## config.mk

```make
export PLATFORM = sky130hd
export DESIGN_NAME = replay_buffer_top
export DESIGN_NICKNAME = d
export VERILOG_FILES = /design/src/rolly_pkg.sv /design/src/rolly_ptr_tracker.sv /design/src/rolly_sync_ram.sv /design/src/rolly_fifo.sv /design/src/req_ack_rx.sv /design/src/req_ack_tx.sv /design/src/replay_buffer_top.sv
export SDC_FILE = /design/constraint.sdc
export NUM_CORES = 1
export LEC_CHECK = 0
export BUFFER_PORTS_ARGS = -buffer_cell sky130_fd_sc_hd__buf_2
export CORE_MARGIN = 5
export CORE_UTILIZATION = 55
export DETAILED_ROUTE_END_ITERATION = 16
export PLACE_DENSITY = 0.76
export SYNTH_ARGS = -nofsm -noshare
export SYNTH_HDL_FRONTEND = slang
export SYNTH_SLANG_ARGS = --single-unit
```

## constraint.sdc

```tcl
create_clock -name clk_i -period 4 [get_ports clk_i]
set_input_delay 0.6 -clock clk_i [delete_from_list [all_inputs] [get_ports clk_i]]
set_output_delay 0.6 -clock clk_i [all_outputs]
set_load 0.01 [all_outputs]
```

## src/rolly_pkg.sv

```systemverilog
`default_nettype none

package rolly_pkg;

  localparam int DATA_W   = 16;
  localparam int LG_DEPTH = 3;
  localparam int DEPTH    = 1 << LG_DEPTH;

  typedef logic [DATA_W-1:0]   word_t;
  typedef logic [LG_DEPTH-1:0] addr_t;
  typedef logic [LG_DEPTH:0]   ptr_t;  // MSB is the wrap bit.

  // Consumer control, each field a single-cycle pulse.
  typedef struct packed {
    logic commit;    // Release the oldest sent word.
    logic rollback;  // Replay from the committed pointer.
    logic clear;     // Empty the buffer.
  } rolly_ctrl_t;

  typedef enum logic [1:0] {
    TX_IDLE,
    TX_REQ,
    TX_WAIT_LOW
  } tx_state_t;

  typedef enum logic {
    RX_IDLE,
    RX_ACK
  } rx_state_t;

endpackage

`default_nettype wire

```

## src/rolly_ptr_tracker.sv

```systemverilog
`default_nettype none

module rolly_ptr_tracker (
  input  logic                  clk_i,
  input  logic                  rst_n_i,
  input  rolly_pkg::rolly_ctrl_t ctrl_i,
  input  logic                  enq_i,
  input  logic                  deq_i,
  output rolly_pkg::ptr_t       wptr_o,
  output rolly_pkg::ptr_t       rptr_next_o,
  output logic                  full_o,
  output logic                  empty_o
);

  import rolly_pkg::*;

  ptr_t wptr_r, wptr_n;
  ptr_t rptr_r, rptr_n;
  ptr_t cptr_r, cptr_n;
  logic has_uncommitted;

  assign has_uncommitted = (cptr_r != rptr_r);

  always_comb begin
    wptr_n = wptr_r;
    if (ctrl_i.clear) begin
      wptr_n = '0;
    end else if (enq_i) begin
      wptr_n = wptr_r + 1'b1;
    end
  end

  // Commit only moves up to the speculative read pointer.
  always_comb begin
    cptr_n = cptr_r;
    if (ctrl_i.clear) begin
      cptr_n = '0;
    end else if (ctrl_i.commit && has_uncommitted) begin
      cptr_n = cptr_r + 1'b1;
    end
  end

  always_comb begin
    rptr_n = rptr_r;
    if (ctrl_i.clear) begin
      rptr_n = '0;
    end else if (ctrl_i.rollback) begin
      rptr_n = cptr_n;  // Picks up a commit in the same cycle.
    end else if (deq_i) begin
      rptr_n = rptr_r + 1'b1;
    end
  end

  always_ff @(posedge clk_i or negedge rst_n_i) begin
    if (!rst_n_i) begin
      wptr_r <= '0;
      rptr_r <= '0;
      cptr_r <= '0;
    end else begin
      wptr_r <= wptr_n;
      rptr_r <= rptr_n;
      cptr_r <= cptr_n;
    end
  end

  assign wptr_o      = wptr_r;
  assign rptr_next_o = rptr_n;

  // Space is only reclaimed by commit, so full looks at the committed pointer.
  assign full_o  = (wptr_r[LG_DEPTH] != cptr_r[LG_DEPTH]) &&
                   (wptr_r[LG_DEPTH-1:0] == cptr_r[LG_DEPTH-1:0]);
  assign empty_o = (rptr_r == wptr_r);

endmodule

`default_nettype wire

```

## src/rolly_sync_ram.sv

```systemverilog
`default_nettype none

module rolly_sync_ram (
  input  logic             clk_i,
  input  logic             w_en_i,
  input  rolly_pkg::addr_t w_addr_i,
  input  rolly_pkg::word_t w_data_i,
  input  logic             r_en_i,
  input  rolly_pkg::addr_t r_addr_i,
  output rolly_pkg::word_t r_data_o
);

  import rolly_pkg::*;

  word_t mem [DEPTH];
  word_t r_data_r;

  always_ff @(posedge clk_i) begin
    if (w_en_i) begin
      mem[w_addr_i] <= w_data_i;
    end
  end

  // Read data holds its value while the read port is idle.
  always_ff @(posedge clk_i) begin
    if (r_en_i) begin
      r_data_r <= mem[r_addr_i];
    end
  end

  assign r_data_o = r_data_r;

endmodule

`default_nettype wire

```

## src/rolly_fifo.sv

```systemverilog
`default_nettype none

module rolly_fifo (
  input  logic                   clk_i,
  input  logic                   rst_n_i,
  input  rolly_pkg::rolly_ctrl_t ctrl_i,
  input  logic                   enq_v_i,
  input  rolly_pkg::word_t       enq_data_i,
  output logic                   enq_ready_o,
  output logic                   deq_v_o,
  output rolly_pkg::word_t       deq_data_o,
  input  logic                   deq_yumi_i
);

  import rolly_pkg::*;

  ptr_t  wptr;
  ptr_t  rptr_next;
  logic  full;
  logic  empty;
  logic  enq;
  logic  same_addr_n;
  logic  same_addr_r;
  word_t mem_data;
  word_t bypass_r;

  assign enq_ready_o = ~ctrl_i.clear & ~full;
  assign deq_v_o     = ~ctrl_i.clear & ~ctrl_i.rollback & ~empty;
  assign enq         = enq_v_i & enq_ready_o;

  rolly_ptr_tracker i_rolly_ptr_tracker (
    .clk_i       (clk_i),
    .rst_n_i     (rst_n_i),
    .ctrl_i      (ctrl_i),
    .enq_i       (enq),
    .deq_i       (deq_yumi_i),
    .wptr_o      (wptr),
    .rptr_next_o (rptr_next),
    .full_o      (full),
    .empty_o     (empty)
  );

  // Write landing on the slot about to be read.
  assign same_addr_n = enq & (wptr == rptr_next);

  rolly_sync_ram i_rolly_sync_ram (
    .clk_i    (clk_i),
    .w_en_i   (enq),
    .w_addr_i (wptr[LG_DEPTH-1:0]),
    .w_data_i (enq_data_i),
    .r_en_i   (~same_addr_n),
    .r_addr_i (rptr_next[LG_DEPTH-1:0]),
    .r_data_o (mem_data)
  );

  always_ff @(posedge clk_i) begin
    if (same_addr_n) begin
      bypass_r <= enq_data_i;
    end
  end

  always_ff @(posedge clk_i or negedge rst_n_i) begin
    if (!rst_n_i) begin
      same_addr_r <= 1'b0;
    end else begin
      same_addr_r <= same_addr_n;
    end
  end

  assign deq_data_o = same_addr_r ? bypass_r : mem_data;

endmodule

`default_nettype wire

```

## src/req_ack_rx.sv

```systemverilog
`default_nettype none

module req_ack_rx (
  input  logic             clk_i,
  input  logic             rst_n_i,
  input  logic             req_i,
  input  rolly_pkg::word_t data_i,
  output logic             ack_o,
  output logic             enq_v_o,
  output rolly_pkg::word_t enq_data_o,
  input  logic             enq_ready_i
);

  import rolly_pkg::*;

  rx_state_t state_r, state_n;

  // The word is offered straight from the link while the source holds it.
  assign enq_v_o    = (state_r == RX_IDLE) & req_i;
  assign enq_data_o = data_i;

  always_comb begin
    state_n = state_r;
    case (state_r)
      RX_IDLE: begin
        if (req_i && enq_ready_i) begin
          state_n = RX_ACK;  // Enqueued at this edge.
        end
      end
      RX_ACK: begin
        if (!req_i) begin
          state_n = RX_IDLE;
        end
      end
      default: begin
        state_n = RX_IDLE;
      end
    endcase
  end

  always_ff @(posedge clk_i or negedge rst_n_i) begin
    if (!rst_n_i) begin
      state_r <= RX_IDLE;
    end else begin
      state_r <= state_n;
    end
  end

  assign ack_o = (state_r == RX_ACK);

endmodule

`default_nettype wire

```

## src/req_ack_tx.sv

```systemverilog
`default_nettype none

module req_ack_tx (
  input  logic             clk_i,
  input  logic             rst_n_i,
  input  logic             deq_v_i,
  input  rolly_pkg::word_t deq_data_i,
  output logic             deq_yumi_o,
  output logic             req_o,
  output rolly_pkg::word_t data_o,
  input  logic             ack_i
);

  import rolly_pkg::*;

  tx_state_t state_r, state_n;
  word_t     data_r;

  assign deq_yumi_o = (state_r == TX_IDLE) & deq_v_i;

  always_comb begin
    state_n = state_r;
    case (state_r)
      TX_IDLE:     if (deq_v_i) state_n = TX_REQ;
      TX_REQ:      if (ack_i)   state_n = TX_WAIT_LOW;
      TX_WAIT_LOW: if (!ack_i)  state_n = TX_IDLE;  // Sink done, link free.
      default:     state_n = TX_IDLE;
    endcase
  end

  always_ff @(posedge clk_i or negedge rst_n_i) begin
    if (!rst_n_i) begin
      state_r <= TX_IDLE;
    end else begin
      state_r <= state_n;
    end
  end

  // Held for the whole handshake.
  always_ff @(posedge clk_i) begin
    if (deq_yumi_o) begin
      data_r <= deq_data_i;
    end
  end

  assign req_o  = (state_r == TX_REQ);
  assign data_o = data_r;

endmodule

`default_nettype wire

```

## src/replay_buffer_top.sv

```systemverilog
`default_nettype none

module replay_buffer_top (
  input  logic                   clk_i,
  input  logic                   rst_n_i,
  input  logic                   req_i,
  input  rolly_pkg::word_t       data_i,
  output logic                   ack_o,
  output logic                   req_o,
  output rolly_pkg::word_t       data_o,
  input  logic                   ack_i,
  input  rolly_pkg::rolly_ctrl_t ctrl_i
);

  import rolly_pkg::*;

  logic  enq_v;
  logic  enq_ready;
  word_t enq_data;
  logic  deq_v;
  logic  deq_yumi;
  word_t deq_data;

  req_ack_rx i_req_ack_rx (
    .clk_i       (clk_i),
    .rst_n_i     (rst_n_i),
    .req_i       (req_i),
    .data_i      (data_i),
    .ack_o       (ack_o),
    .enq_v_o     (enq_v),
    .enq_data_o  (enq_data),
    .enq_ready_i (enq_ready)
  );

  rolly_fifo i_rolly_fifo (
    .clk_i       (clk_i),
    .rst_n_i     (rst_n_i),
    .ctrl_i      (ctrl_i),
    .enq_v_i     (enq_v),
    .enq_data_i  (enq_data),
    .enq_ready_o (enq_ready),
    .deq_v_o     (deq_v),
    .deq_data_o  (deq_data),
    .deq_yumi_i  (deq_yumi)
  );

  req_ack_tx i_req_ack_tx (
    .clk_i      (clk_i),
    .rst_n_i    (rst_n_i),
    .deq_v_i    (deq_v),
    .deq_data_i (deq_data),
    .deq_yumi_o (deq_yumi),
    .req_o      (req_o),
    .data_o     (data_o),
    .ack_i      (ack_i)
  );

endmodule

`default_nettype wire

```

Yosys cells after proc, flatten, opt, wreduce, memory -nomap -nowiden
Memory sizes are Yosys's and may differ from the RTL's. A register that Yosys moved wholly into a read port is not among the register bits.
Index checks and enable logic that the tools add are counted.
{"block": "classes", "add_sub_neg": 3, "eq_ne": 10, "n_mux": 17, "bitwise_logic": 12, "n_reduce_logical": 7}
{"operator": "4-bit 2-to-1 mux", "count": 7}
{"operator": "16-bit 2-to-1 mux", "count": 1}
{"operator": "4-bit by 1-bit adder with 4-bit output, second input constant", "count": 3}
{"operator": "4-bit equality test", "count": 2}
{"operator": "1-bit bitwise AND", "count": 7}
{"operator": "2-bit 2-to-1 mux", "count": 3}
{"operator": "2-bit one-hot mux with 3 select lines", "count": 1}
{"operator": "1-bit NOT", "count": 5}
{"operator": "1-bit 2-to-1 mux", "count": 4}
{"operator": "2-bit by 1-bit != test with 1-bit output, second input constant", "count": 2}
{"operator": "4-bit != test", "count": 1}
{"operator": "3-bit equality test", "count": 1}
{"operator": "1-bit logical AND", "count": 3}
{"operator": "3-bit AND reduction", "count": 1}
{"operator": "2-bit by 1-bit equality test with 1-bit output, second input constant", "count": 1}
{"operator": "2-bit equality test, second input constant", "count": 1}
{"operator": "2-bit zero test", "count": 1}
{"operator": "2-bit != test, second input constant", "count": 1}
{"operator": "1-bit one-hot mux with 2 select lines", "count": 1}
{"operator": "2-bit nonzero test", "count": 1}
{"operator": "1-bit zero test", "count": 1}
{"operator": "1-bit != test", "count": 1}
{"block": "word_totals", "ff_bits": 48, "mem_bits_rw": 128, "out_inout_bits": 18, "wordCells": 58, "mem_count": 1}
{"memory": "i_rolly_fifo.i_rolly_sync_ram.mem", "words": 8, "width": 16, "read_ports": 1, "rd_clocked_by_memory_dff": 1, "write_ports": 1, "line": "rolly_sync_ram.sv:15", "rtl": "word_t mem [DEPTH];"}

Longest topological paths before layout
Gate-level depths: netlist of run 1.
{"block": "depth", "ltp_word": 10, "mapped_depth": 12, "depth_no_buf": 9}

By module
From an unflattened synthesis of run 1, not the netlist that was laid out.
{"block": "unflattened", "cells_unflattened": 371, "hier_area_um2": 7708.6}
{"mod": "rolly_sync_ram", "instances": 1, "cells_each": 214, "area_per_inst_um2": 5454.0, "seq_area_each_um2": 4324.1}
{"mod": "rolly_fifo", "instances": 1, "cells_each": 45, "area_per_inst_um2": 780.7, "seq_area_each_um2": 505.5}
{"mod": "rolly_ptr_tracker", "instances": 1, "cells_each": 68, "area_per_inst_um2": 734.5, "seq_area_each_um2": 300.3}
{"mod": "req_ack_tx", "instances": 1, "cells_each": 25, "area_per_inst_um2": 580.6, "seq_area_each_um2": 530.5}
{"mod": "req_ack_rx", "instances": 1, "cells_each": 19, "area_per_inst_um2": 158.9, "seq_area_each_um2": 25.0}

Worst setup path before layout of run 1
No wires, ideal clock.
{"block": "synth_path", "path_type": "input to register", "startpoint": "in ctrl_i[1] (netlist name)", "endpoint": "reg i_rolly_fifo.bypass_r[0] (enable)", "setup_time_ns": 0.411, "t_arrival_ns": 3.571, "required_ns": 3.589, "slack_ns": 0.018, "cell_stages": 9, "path_buffers": 1, "cell_sequence": "buf_2 -> nor4_1 -> o41ai_2 -> inv_2 -> mux2i_1 -> o211ai_2 -> xnor2_1 -> or3_1 -> nor3_1"}
{"block": "synth_via", "elab_chain_cells": 9}
{"item": "start, declared", "line": "replay_buffer_top.sv:12", "rtl": "input rolly_pkg::rolly_ctrl_t ctrl_i"}
{"item": "1-bit NOT", "line": "rolly_fifo.sv:28", "rtl": "assign deq_v_o = ~ctrl_i.clear & ~ctrl_i.rollback & ~empty;"}
{"item": "1-bit bitwise AND (2 in series)", "line": "rolly_fifo.sv:28"}
{"item": "1-bit bitwise AND", "line": "req_ack_tx.sv:19", "rtl": "assign deq_yumi_o = (state_r == TX_IDLE) & deq_v_i;"}
{"item": "4-bit 2-to-1 mux", "line": "rolly_ptr_tracker.sv:49", "rtl": "end else if (deq_i) begin"}
{"item": "4-bit 2-to-1 mux *", "line": "rolly_ptr_tracker.sv:47", "rtl": "end else if (ctrl_i.rollback) begin"}
{"item": "4-bit 2-to-1 mux *", "line": "rolly_ptr_tracker.sv:45", "rtl": "if (ctrl_i.clear) begin"}
{"item": "4-bit equality test *", "line": "rolly_fifo.sv:44", "rtl": "assign same_addr_n = enq & (wptr == rptr_next);"}
{"item": "1-bit bitwise AND *", "line": "rolly_fifo.sv:44"}
{"item": "named net i_rolly_fifo.same_addr_n", "line": "rolly_fifo.sv:22", "rtl": "logic same_addr_n;"}
{"item": "end signal, assigned", "line": "rolly_fifo.sv:58", "rtl": "bypass_r <= enq_data_i;"}
{"item": "end, declared", "line": "rolly_fifo.sv:25", "rtl": "word_t bypass_r;"}
The timed path passes the listed nets; every way through them passes the cells marked *.
A chain may end at the register's enable or synchronous reset.

Worst setup path in the final report of run 1
{"block": "layout_path", "startpoint": "reg i_rolly_fifo.i_rolly_ptr_tracker.wptr_r[2] (netlist: i_rolly_fifo.i_rolly_ptr_tracker.wptr_o[2])", "endpoint": "reg i_rolly_fifo.i_rolly_sync_ram.r_data_r[1] (netlist: i_rolly_fifo.i_rolly_sync_ram.r_data_o[1]) (read register of i_rolly_fifo.i_rolly_sync_ram.mem) (enable)"}
{"block": "layout_via", "elab_chain_cells": 10, "elab_cells_between_ends": 15, "classes_between": "eq/ne: 3; mux: 3; bitwise: 7; reduce/logical: 2"}
{"item": "start, declared", "line": "rolly_ptr_tracker.sv:17", "rtl": "ptr_t wptr_r, wptr_n;"}
{"item": "start signal, assigned", "line": "rolly_ptr_tracker.sv:60", "rtl": "wptr_r <= wptr_n;"}
{"item": "4-bit equality test", "line": "rolly_ptr_tracker.sv:72", "rtl": "assign empty_o = (rptr_r == wptr_r);"}
{"item": "1-bit NOT", "line": "rolly_fifo.sv:28"}
{"item": "1-bit bitwise AND", "line": "rolly_fifo.sv:28"}
{"item": "1-bit bitwise AND", "line": "req_ack_tx.sv:19"}
{"item": "4-bit 2-to-1 mux", "line": "rolly_ptr_tracker.sv:49"}
{"item": "4-bit 2-to-1 mux", "line": "rolly_ptr_tracker.sv:47"}
{"item": "4-bit 2-to-1 mux", "line": "rolly_ptr_tracker.sv:45"}
{"item": "4-bit equality test", "line": "rolly_fifo.sv:44"}
{"item": "1-bit bitwise AND", "line": "rolly_fifo.sv:44"}
{"item": "1-bit zero test (no line)"}
{"item": "end, declared", "line": "rolly_sync_ram.sv:16", "rtl": "word_t r_data_r;"}
Parallel ways exist; a longest one is shown, timed or not.

==> summary.txt, run 1 <==
Detailed routing
  – Post-DRT Antenna Nets: 0
  – Via count: 4336
  – Drt drc: 0
  – Vias per Instance: 5.867
  – DRT iter0 DRCs: 531
  – Drt total wl: 15310 um
  – Pre-Repair DR Iteration Count: 5
  – Post-DR wirelength/cell: 20.71 um

Setup path
  – Startpoint Class: flop
  – Reg2Reg Launch Point: i_rolly_fifo.i_rolly_ptr_tracker.wptr_o[2]
  – R2R depth: 8
  – Crit path max fanout: 16
  – Worst endpoint data arrival time: between 3 and 4 ns
  – Critical path endpoint category: flop
  – CP startpoint: i_rolly_fifo.i_rolly_ptr_tracker.wptr_o[2]
  – Worst EP required: approximately 4 ns
  – CP Class: reg -> reg

Floorplanning
  – DIE WIDTH: 127.9 um
  – CORE AREA: 0.01377 mm^2
  – Initial core utilization: around 56%
  – IO Pins: 41
  – Die Area: 0.01637 mm^2
  – Vert. Die Dim: 127.9 um
  – Std-Cell Rows: 43

Clock tree
  – Hold_buf cts: 0
  – CTS Sinks: 192
  – Post-CTS Repair Setup Buffers: 0
  – CTS Buf Count: 17
  – Clock-pin slew on the worst setup and hold paths: about 0.060 ns
  – CTS root buffer: clkbuf_16
  – H-tree depth: 4
  – CTS resizes: 0
  – Maximum clock path buffer count: 2
  – Clock latency on the worst-skew pair: 0.43 ns
  – CTS tree: yes

Min path
  – HP Class: in -> async

Yosys
  – Seq/Total Area, Yosys: 74.32%
  – Mapped Cells: between 400 and 500
  – Synth area leader: edfxtp_1
  – Top post-synthesis cells by area: edfxtp_1 (69%), dfrtp_1 (5.2%), nand2_1 (4.1%)
  – Synth Area per Inst: 15.45 um^2
  – Post-synth top cells: edfxtp_1 (176), nand2_1 (84), a21oi_1 (19)
  – Synth Warn #: 0
  – Post-synth EDFFs: 176
  – Synth cell types: 46
  – Mapped cell area: 0.007650 mm^2
  – Cell with the most instances after synthesis: edfxtp_1
  – Fraction of registers with async set/reset: approximately 8.3%
  – Flop and latch count out of synthesis: 192
  – Syn_nets: 521
  – Yosys top cell area share: 69.09%
  – Top_reg_cell synth: edfxtp_1

Power
  – Worst IR Drop VDD: about 0.35 mV
  – Pwr dens: approximately 550 mW/mm^2
  – Leak: 3.078 nW

Global routing
  – GR Overflow Total: 0
  – Initial antenna violation count: 0
  – Vias in the first global route: between 4000 and 5000
  – First-pass GRT wire length: 23920 um
  – Gr usage total: 19.79%
  – Pin count of the biggest net entering global routing: 65

Run status
  – Run status: finished clean

Timing
  – Minimum clock period: 3.540 ns
  – Worst Setup Slack, final: between 0.4 and 0.5 ns
  – Slew HR: 38.87%
  – Hold Fails Final Rpt: 0
  – Final setup viols: 0
  – Least-Margin Pin Slew: 0.9170 ns
  – Fmax: 282.5 MHz
  – Fin crit share: 88.51%
  – RSZ-0062 raised after global routing: false
  – WHS: around 0.082 ns
  – Max-slew violation count: 0
  – Clk_skew: 0.006485 ns
  – Setup TNS: 0 ns

Place
  – Place WS: between 0.3 and 0.4 ns
  – Placer Congestion: 0.8367
  – Port Buf Inserts: 40
  – Post-DP HPWL: ~8700 um

Finish
  – Filler Cells Inserted: slightly below 1000
  – Share of layout cells above drive strength 1: 21.47%
  – Diode count: 0
  – Synth-to-Final Area Change: 14.05%
  – Total Nets Final: 573

Run
  – Max Cap Viol: 0
layout by cell type (no fill, tap or decap), types with 2 or more instances in the layout:
| cell type | synthesis | final |
|---|---|---|
| bufinv_16 | 0 | 3 |
| a211oi_1 | 15 | 15 |
| a32o_1 | 16 | 16 |
| nor2b_1 | 2 | 2 |
| nand3_1 | 2 | 2 |
| buf_4 | 7 | 16 |
| clkinv_2 | 0 | 3 |
| nor2_1 | 16 | 16 |
| dfrtp_1 | 16 | 16 |
| nor3b_2 | 0 | 4 |
| a311oi_1 | 15 | 15 |
| clkbuf_16 | 0 | 17 |
| nand2_1 | 84 | 84 |
| inv_1 | 7 | 7 |
| nand2b_1 | 2 | 2 |
| ha_1 | 3 | 3 |
| o2bb2ai_1 | 2 | 2 |
| and2_1 | 11 | 11 |
| nor3_2 | 0 | 3 |
| nand4_1 | 5 | 5 |
| mux2_2 | 17 | 17 |
| mux2i_1 | 4 | 4 |
| inv_2 | 2 | 2 |
| and2_0 | 5 | 5 |
| xor2_1 | 10 | 10 |
| clkinv_1 | 0 | 4 |
| buf_2 | 7 | 40 |
| a21oi_1 | 19 | 19 |
| xnor2_1 | 13 | 13 |
| buf_12 | 0 | 2 |
| edfxtp_1 | 176 | 176 |
| or3_1 | 4 | 4 |
flip-flops by register name, summed over array words and instances (netlist names):
register and cells:
i_req_ack_tx.state_r 2, i_rolly_fifo.i_rolly_ptr_tracker.cptr_r 4, i_rolly_fifo.same_addr_r 1, i_req_ack_rx.ack_o 1, i_rolly_fifo.i_rolly_ptr_tracker.rptr_r 4, i_rolly_fifo.i_rolly_ptr_tracker.wptr_o 4, i_rolly_fifo.i_rolly_sync_ram.r_data_o 16, i_rolly_fifo.i_rolly_sync_ram.mem 128
i_rolly_fifo.bypass_r 16, i_req_ack_tx.data_o 16
worst max-delay path: stages, from the launching register on:
cell and delay [ns]:
dfrtp_1 0.67, xor2_1 0.20, o41ai_2 0.52, inv_2 0.08
mux2i_1 0.29, o211ai_4 0.15, xnor2_1 0.14, or3_1 0.37
or3_1 0.73
metal layers:
metal / global-route usage, % / share of wire [%] / vias up
met5: 0 / 0 / -
met4: 9.675 / 2.5 / 0
met3: 4.875 / 6.1 / 38
met2: 32.01 / 51 / 171
met1: 25.16 / 41 / 2152
li1: - / - / 1975
power breakdown:
| group | switching, W | internal, W |
|---|---|---|
| Sequential | 0.0000677 | 0.00238 |
| Clock | 0.000679 | 0.000969 |
| Combinational | 0.000404 | 0.000288 |
path summary, 6_finish.rpt:
kind                                                                    to  slack, ns
min in group clk_i                                 i_req_ack_tx.state_r[0]       0.37
worst min-delay path            i_rolly_fifo.i_rolly_ptr_tracker.rptr_r[2]       0.08
worst min register to register                          i_req_ack_rx.ack_o       0.52
worst max-delay path             i_rolly_fifo.i_rolly_sync_ram.r_data_o[1]       0.46
worst max register to register   i_rolly_fifo.i_rolly_sync_ram.r_data_o[1]       0.46
max in group asynchronous       i_rolly_fifo.i_rolly_ptr_tracker.wptr_o[3]       3.65
cell families after synthesis:
logic type	synth area share [%]
buffers and inverters	2.126
xor gates and xnor gates	2.633
muxes	3.206
and+or+nand+nor	8.800
AOI/OAI and AO/OA	8.423
adders and majority gates	0.4907
DFF	74.32
area by class of cell:
cell class,count,area [um^2],share of cell area (%)
Clock buffer,18,429.2,4.919
Multi-Input combinational cell,269,1846,21.15
Sequential cell,192,5685,65.17
Timing Repair Buffer,58,360.3,4.130
Tap cell,180,225.2,2.581
Inverter,9,33.78,0.3872
Clock inverter,13,145.1,1.664
per-stage QoR:
step	cells	total power [W]	area (um^2)	util, %
5_1_grt	739	0.004976	8725	63.34
2_1_floorplan	495	0.002944	7650	-
6_report	739	0.004788	8725	63.34
4_1_cts	739	0.004810	8725	63.34
3_5_place_dp	708	0.003182	8150	59.18
3_3_place_gp	708	0.003157	8150	59.18
(Power assumes the default switching activity.)
==> inputs of run 2 (changes only) <==
--- a/config.mk
+++ b/config.mk
@@ -9,6 +9,7 @@
 export CORE_MARGIN = 5
 export CORE_UTILIZATION = 55
 export DETAILED_ROUTE_END_ITERATION = 16
+export MAX_ROUTING_LAYER = met4
 export PLACE_DENSITY = 0.76
 export SYNTH_ARGS = -nofsm -noshare
 export SYNTH_HDL_FRONTEND = slang
==> summary.txt, run 2 (same netlist as run 1, synthesis figures left out) <==
Clock tree
  – Maximum clock path buffer count: 2
  – CTS resizes: 0
  – Hold_buf cts: 0
  – CTS tree: yes
  – H-tree depth: 4
  – Clock-pin slew on the worst setup and hold paths: 0.06 ns
  – CTS root buffer: clkbuf_16
  – Post-CTS Repair Setup Buffers: 0
  – CTS Sinks: 192
  – CTS Buf Count: 17
  – Clock latency on the worst-skew pair: 0.43 ns

Power
  – Worst IR Drop VDD: 0.3426 mV
  – Leak: about 3.1 nW
  – Overall power: approximately 0.0048 W
  – Pwr dens: 548.4 mW/mm^2

Global routing
  – First-pass GRT wire length: 23920 um
  – Gr usage total: 20.35%
  – Vias in the first global route: 4400
  – Initial antenna violation count: 0
  – GR Overflow Total: 0
  – Pin count of the biggest net entering global routing: 65

Setup path
  – CP Class: reg -> reg
  – Critical path endpoint category: flop
  – Worst EP required: 4.05 ns
  – Crit path max fanout: 16
  – Startpoint Class: flop
  – CP startpoint: i_rolly_fifo.i_rolly_ptr_tracker.wptr_o[2]
  – R2r setup slk: a little over 0.5 ns
  – Worst endpoint data arrival time: 3.54 ns
  – R2R depth: 8
  – Worst r2r dst: i_rolly_fifo.i_rolly_sync_ram.r_data_o[15]
  – Reg2Reg Launch Point: i_rolly_fifo.i_rolly_ptr_tracker.wptr_o[2]

Timing
  – RSZ-0062 raised after global routing: false
  – Max-slew violation count: 0
  – Clk_skew: between 0.007 and 0.008 ns
  – Setup TNS: 0 ns
  – Slew HR: 38.63%
  – Minimum clock period: 3.495 ns
  – Final setup viols: 0
  – Fin crit share: 87.37%
  – Hold Fails Final Rpt: 0
  – Least-Margin Pin Slew: 0.9205 ns
  – Fmax: 286.1 MHz

Floorplanning
  – CORE AREA: 0.01377 mm^2
  – Initial core utilization: 55.54%
  – IO Pins: 41
  – DIE WIDTH: 127.9 um
  – Std-Cell Rows: between 40 and 50
  – Vert. Die Dim: around 130 um
  – Die Area: 0.01637 mm^2

Place
  – Post-DP HPWL: 8735 um
  – Placed Instance Area: 0.008150 mm^2
  – Placed cells: 708
  – Placer Congestion: 0.8497
  – Port Buf Inserts: 40

Finish
  – Filler Cells Inserted: 990
  – Synth-to-Final Area Change: 14.05%
  – Total Nets Final: 573
  – Diode count: 0
  – Final instance area: around 0.0087 mm^2
  – Most flops, register: i_rolly_fifo.i_rolly_sync_ram.mem
  – Most frequent cells in the layout: edfxtp_1 (176), nand2_1 (84), buf_2 (40), a21oi_1 (19)
  – Share of layout cells above drive strength 1: a little over a fifth
  – Final Non-Filler Cells: 739
  – Leading cell type in the layout, fill and taps excluded: edfxtp_1
  – Number of flip-flops under the largest register name: 128

Detailed routing
  – Vias per Instance: 5.855
  – Pre-Repair DR Iteration Count: 6
  – Drt total wl: 15320 um
  – DRT iter0 DRCs: between 400 and 500
  – Via count: between 4000 and 5000
  – Post-DRT Antenna Nets: 0
  – Post-DR wirelength/cell: between 20 and 25 um
  – Drt drc: 0

Min path
  – HP Class: in -> async

Run status
  – Run status: finished clean

Run
  – Max Cap Viol: 0
## run 2: cell counts in the layout (fill, tap and decap cells not counted)
No cell type changed its count.
## run 2: stage by stage
stage	setup slack [ns]	utilization, %	hold slack (ns)
global route	0.3469	63.34	0.1067
CTS	0.4575	63.34	0.08010
detailed placement	0.3845	59.18	0.5114
finish	0.5052	63.34	0.08590
global placement	0.5604	59.18	0.4966
floorplan	0.01799	-	0.3044
## run 2: cell type report
| class | instances | area [um^2] | share of cell area, % |
|---|---|---|---|
| Timing Repair Buffer | 58 | 360.3 | 4.130 |
| Clock inverter | 13 | 145.1 | 1.664 |
| Multi-Input combinational cell | 269 | 1846 | 21.15 |
| Clock buffer | 18 | 429.2 | 4.919 |
| Inverter | 9 | 33.78 | 0.3872 |
| Sequential cell | 192 | 5685 | 65.17 |
| Tap cell | 180 | 225.2 | 2.581 |
## run 2: worst max path at each step
stage / end / slack (ns) / depth (start not counted)
after floorplan: i_rolly_fifo.bypass_r[0] / 0.02 / 9
after global placement: i_rolly_fifo.i_rolly_sync_ram.r_data_o[10] / 0.56 / 9
after detailed placement: i_rolly_fifo.i_rolly_sync_ram.r_data_o[10] / 0.38 / 9
after CTS: i_rolly_fifo.i_rolly_sync_ram.r_data_o[1] / 0.46 / 8
after global routing: i_rolly_fifo.i_rolly_sync_ram.r_data_o[9] / 0.35 / 8
final: i_rolly_fifo.i_rolly_sync_ram.r_data_o[15] / 0.51 / 8
## run 2: where the power goes
group | internal, W | total (W) | switching [W] | leakage (nW)
clock | 0.000969 | 0.00164 | 0.000676 | 0.280
combinational | 0.000287 | 0.000692 | 0.000404 | 0.967
sequential | 0.00238 | 0.00245 | 0.0000672 | 1.83
total | 0.00364 | 0.00478 | 0.00115 | 3.08
## run 2: worst max-delay path, stage by stage, from the launching register on
cell      delay, ns
dfrtp_1        0.66
xor2_1         0.19
o41ai_2        0.51
inv_2          0.09
mux2i_1        0.28
o211ai_4       0.15
xnor2_1        0.14
or3_1          0.37
or3_1          0.73
## run 2: metal layers
layer  wire length, um  global-route usage [%]  vias to the layer above  share of wire [%]
li1                  -                       -                     1978                  -
met1              6088                   25.01                     2146                 40
met2              7821                   32.13                      169                 51
met3              1006                   4.417                       34                6.6
met4               401                   10.24                        0                2.6
met5                 0                       -                        -                  0
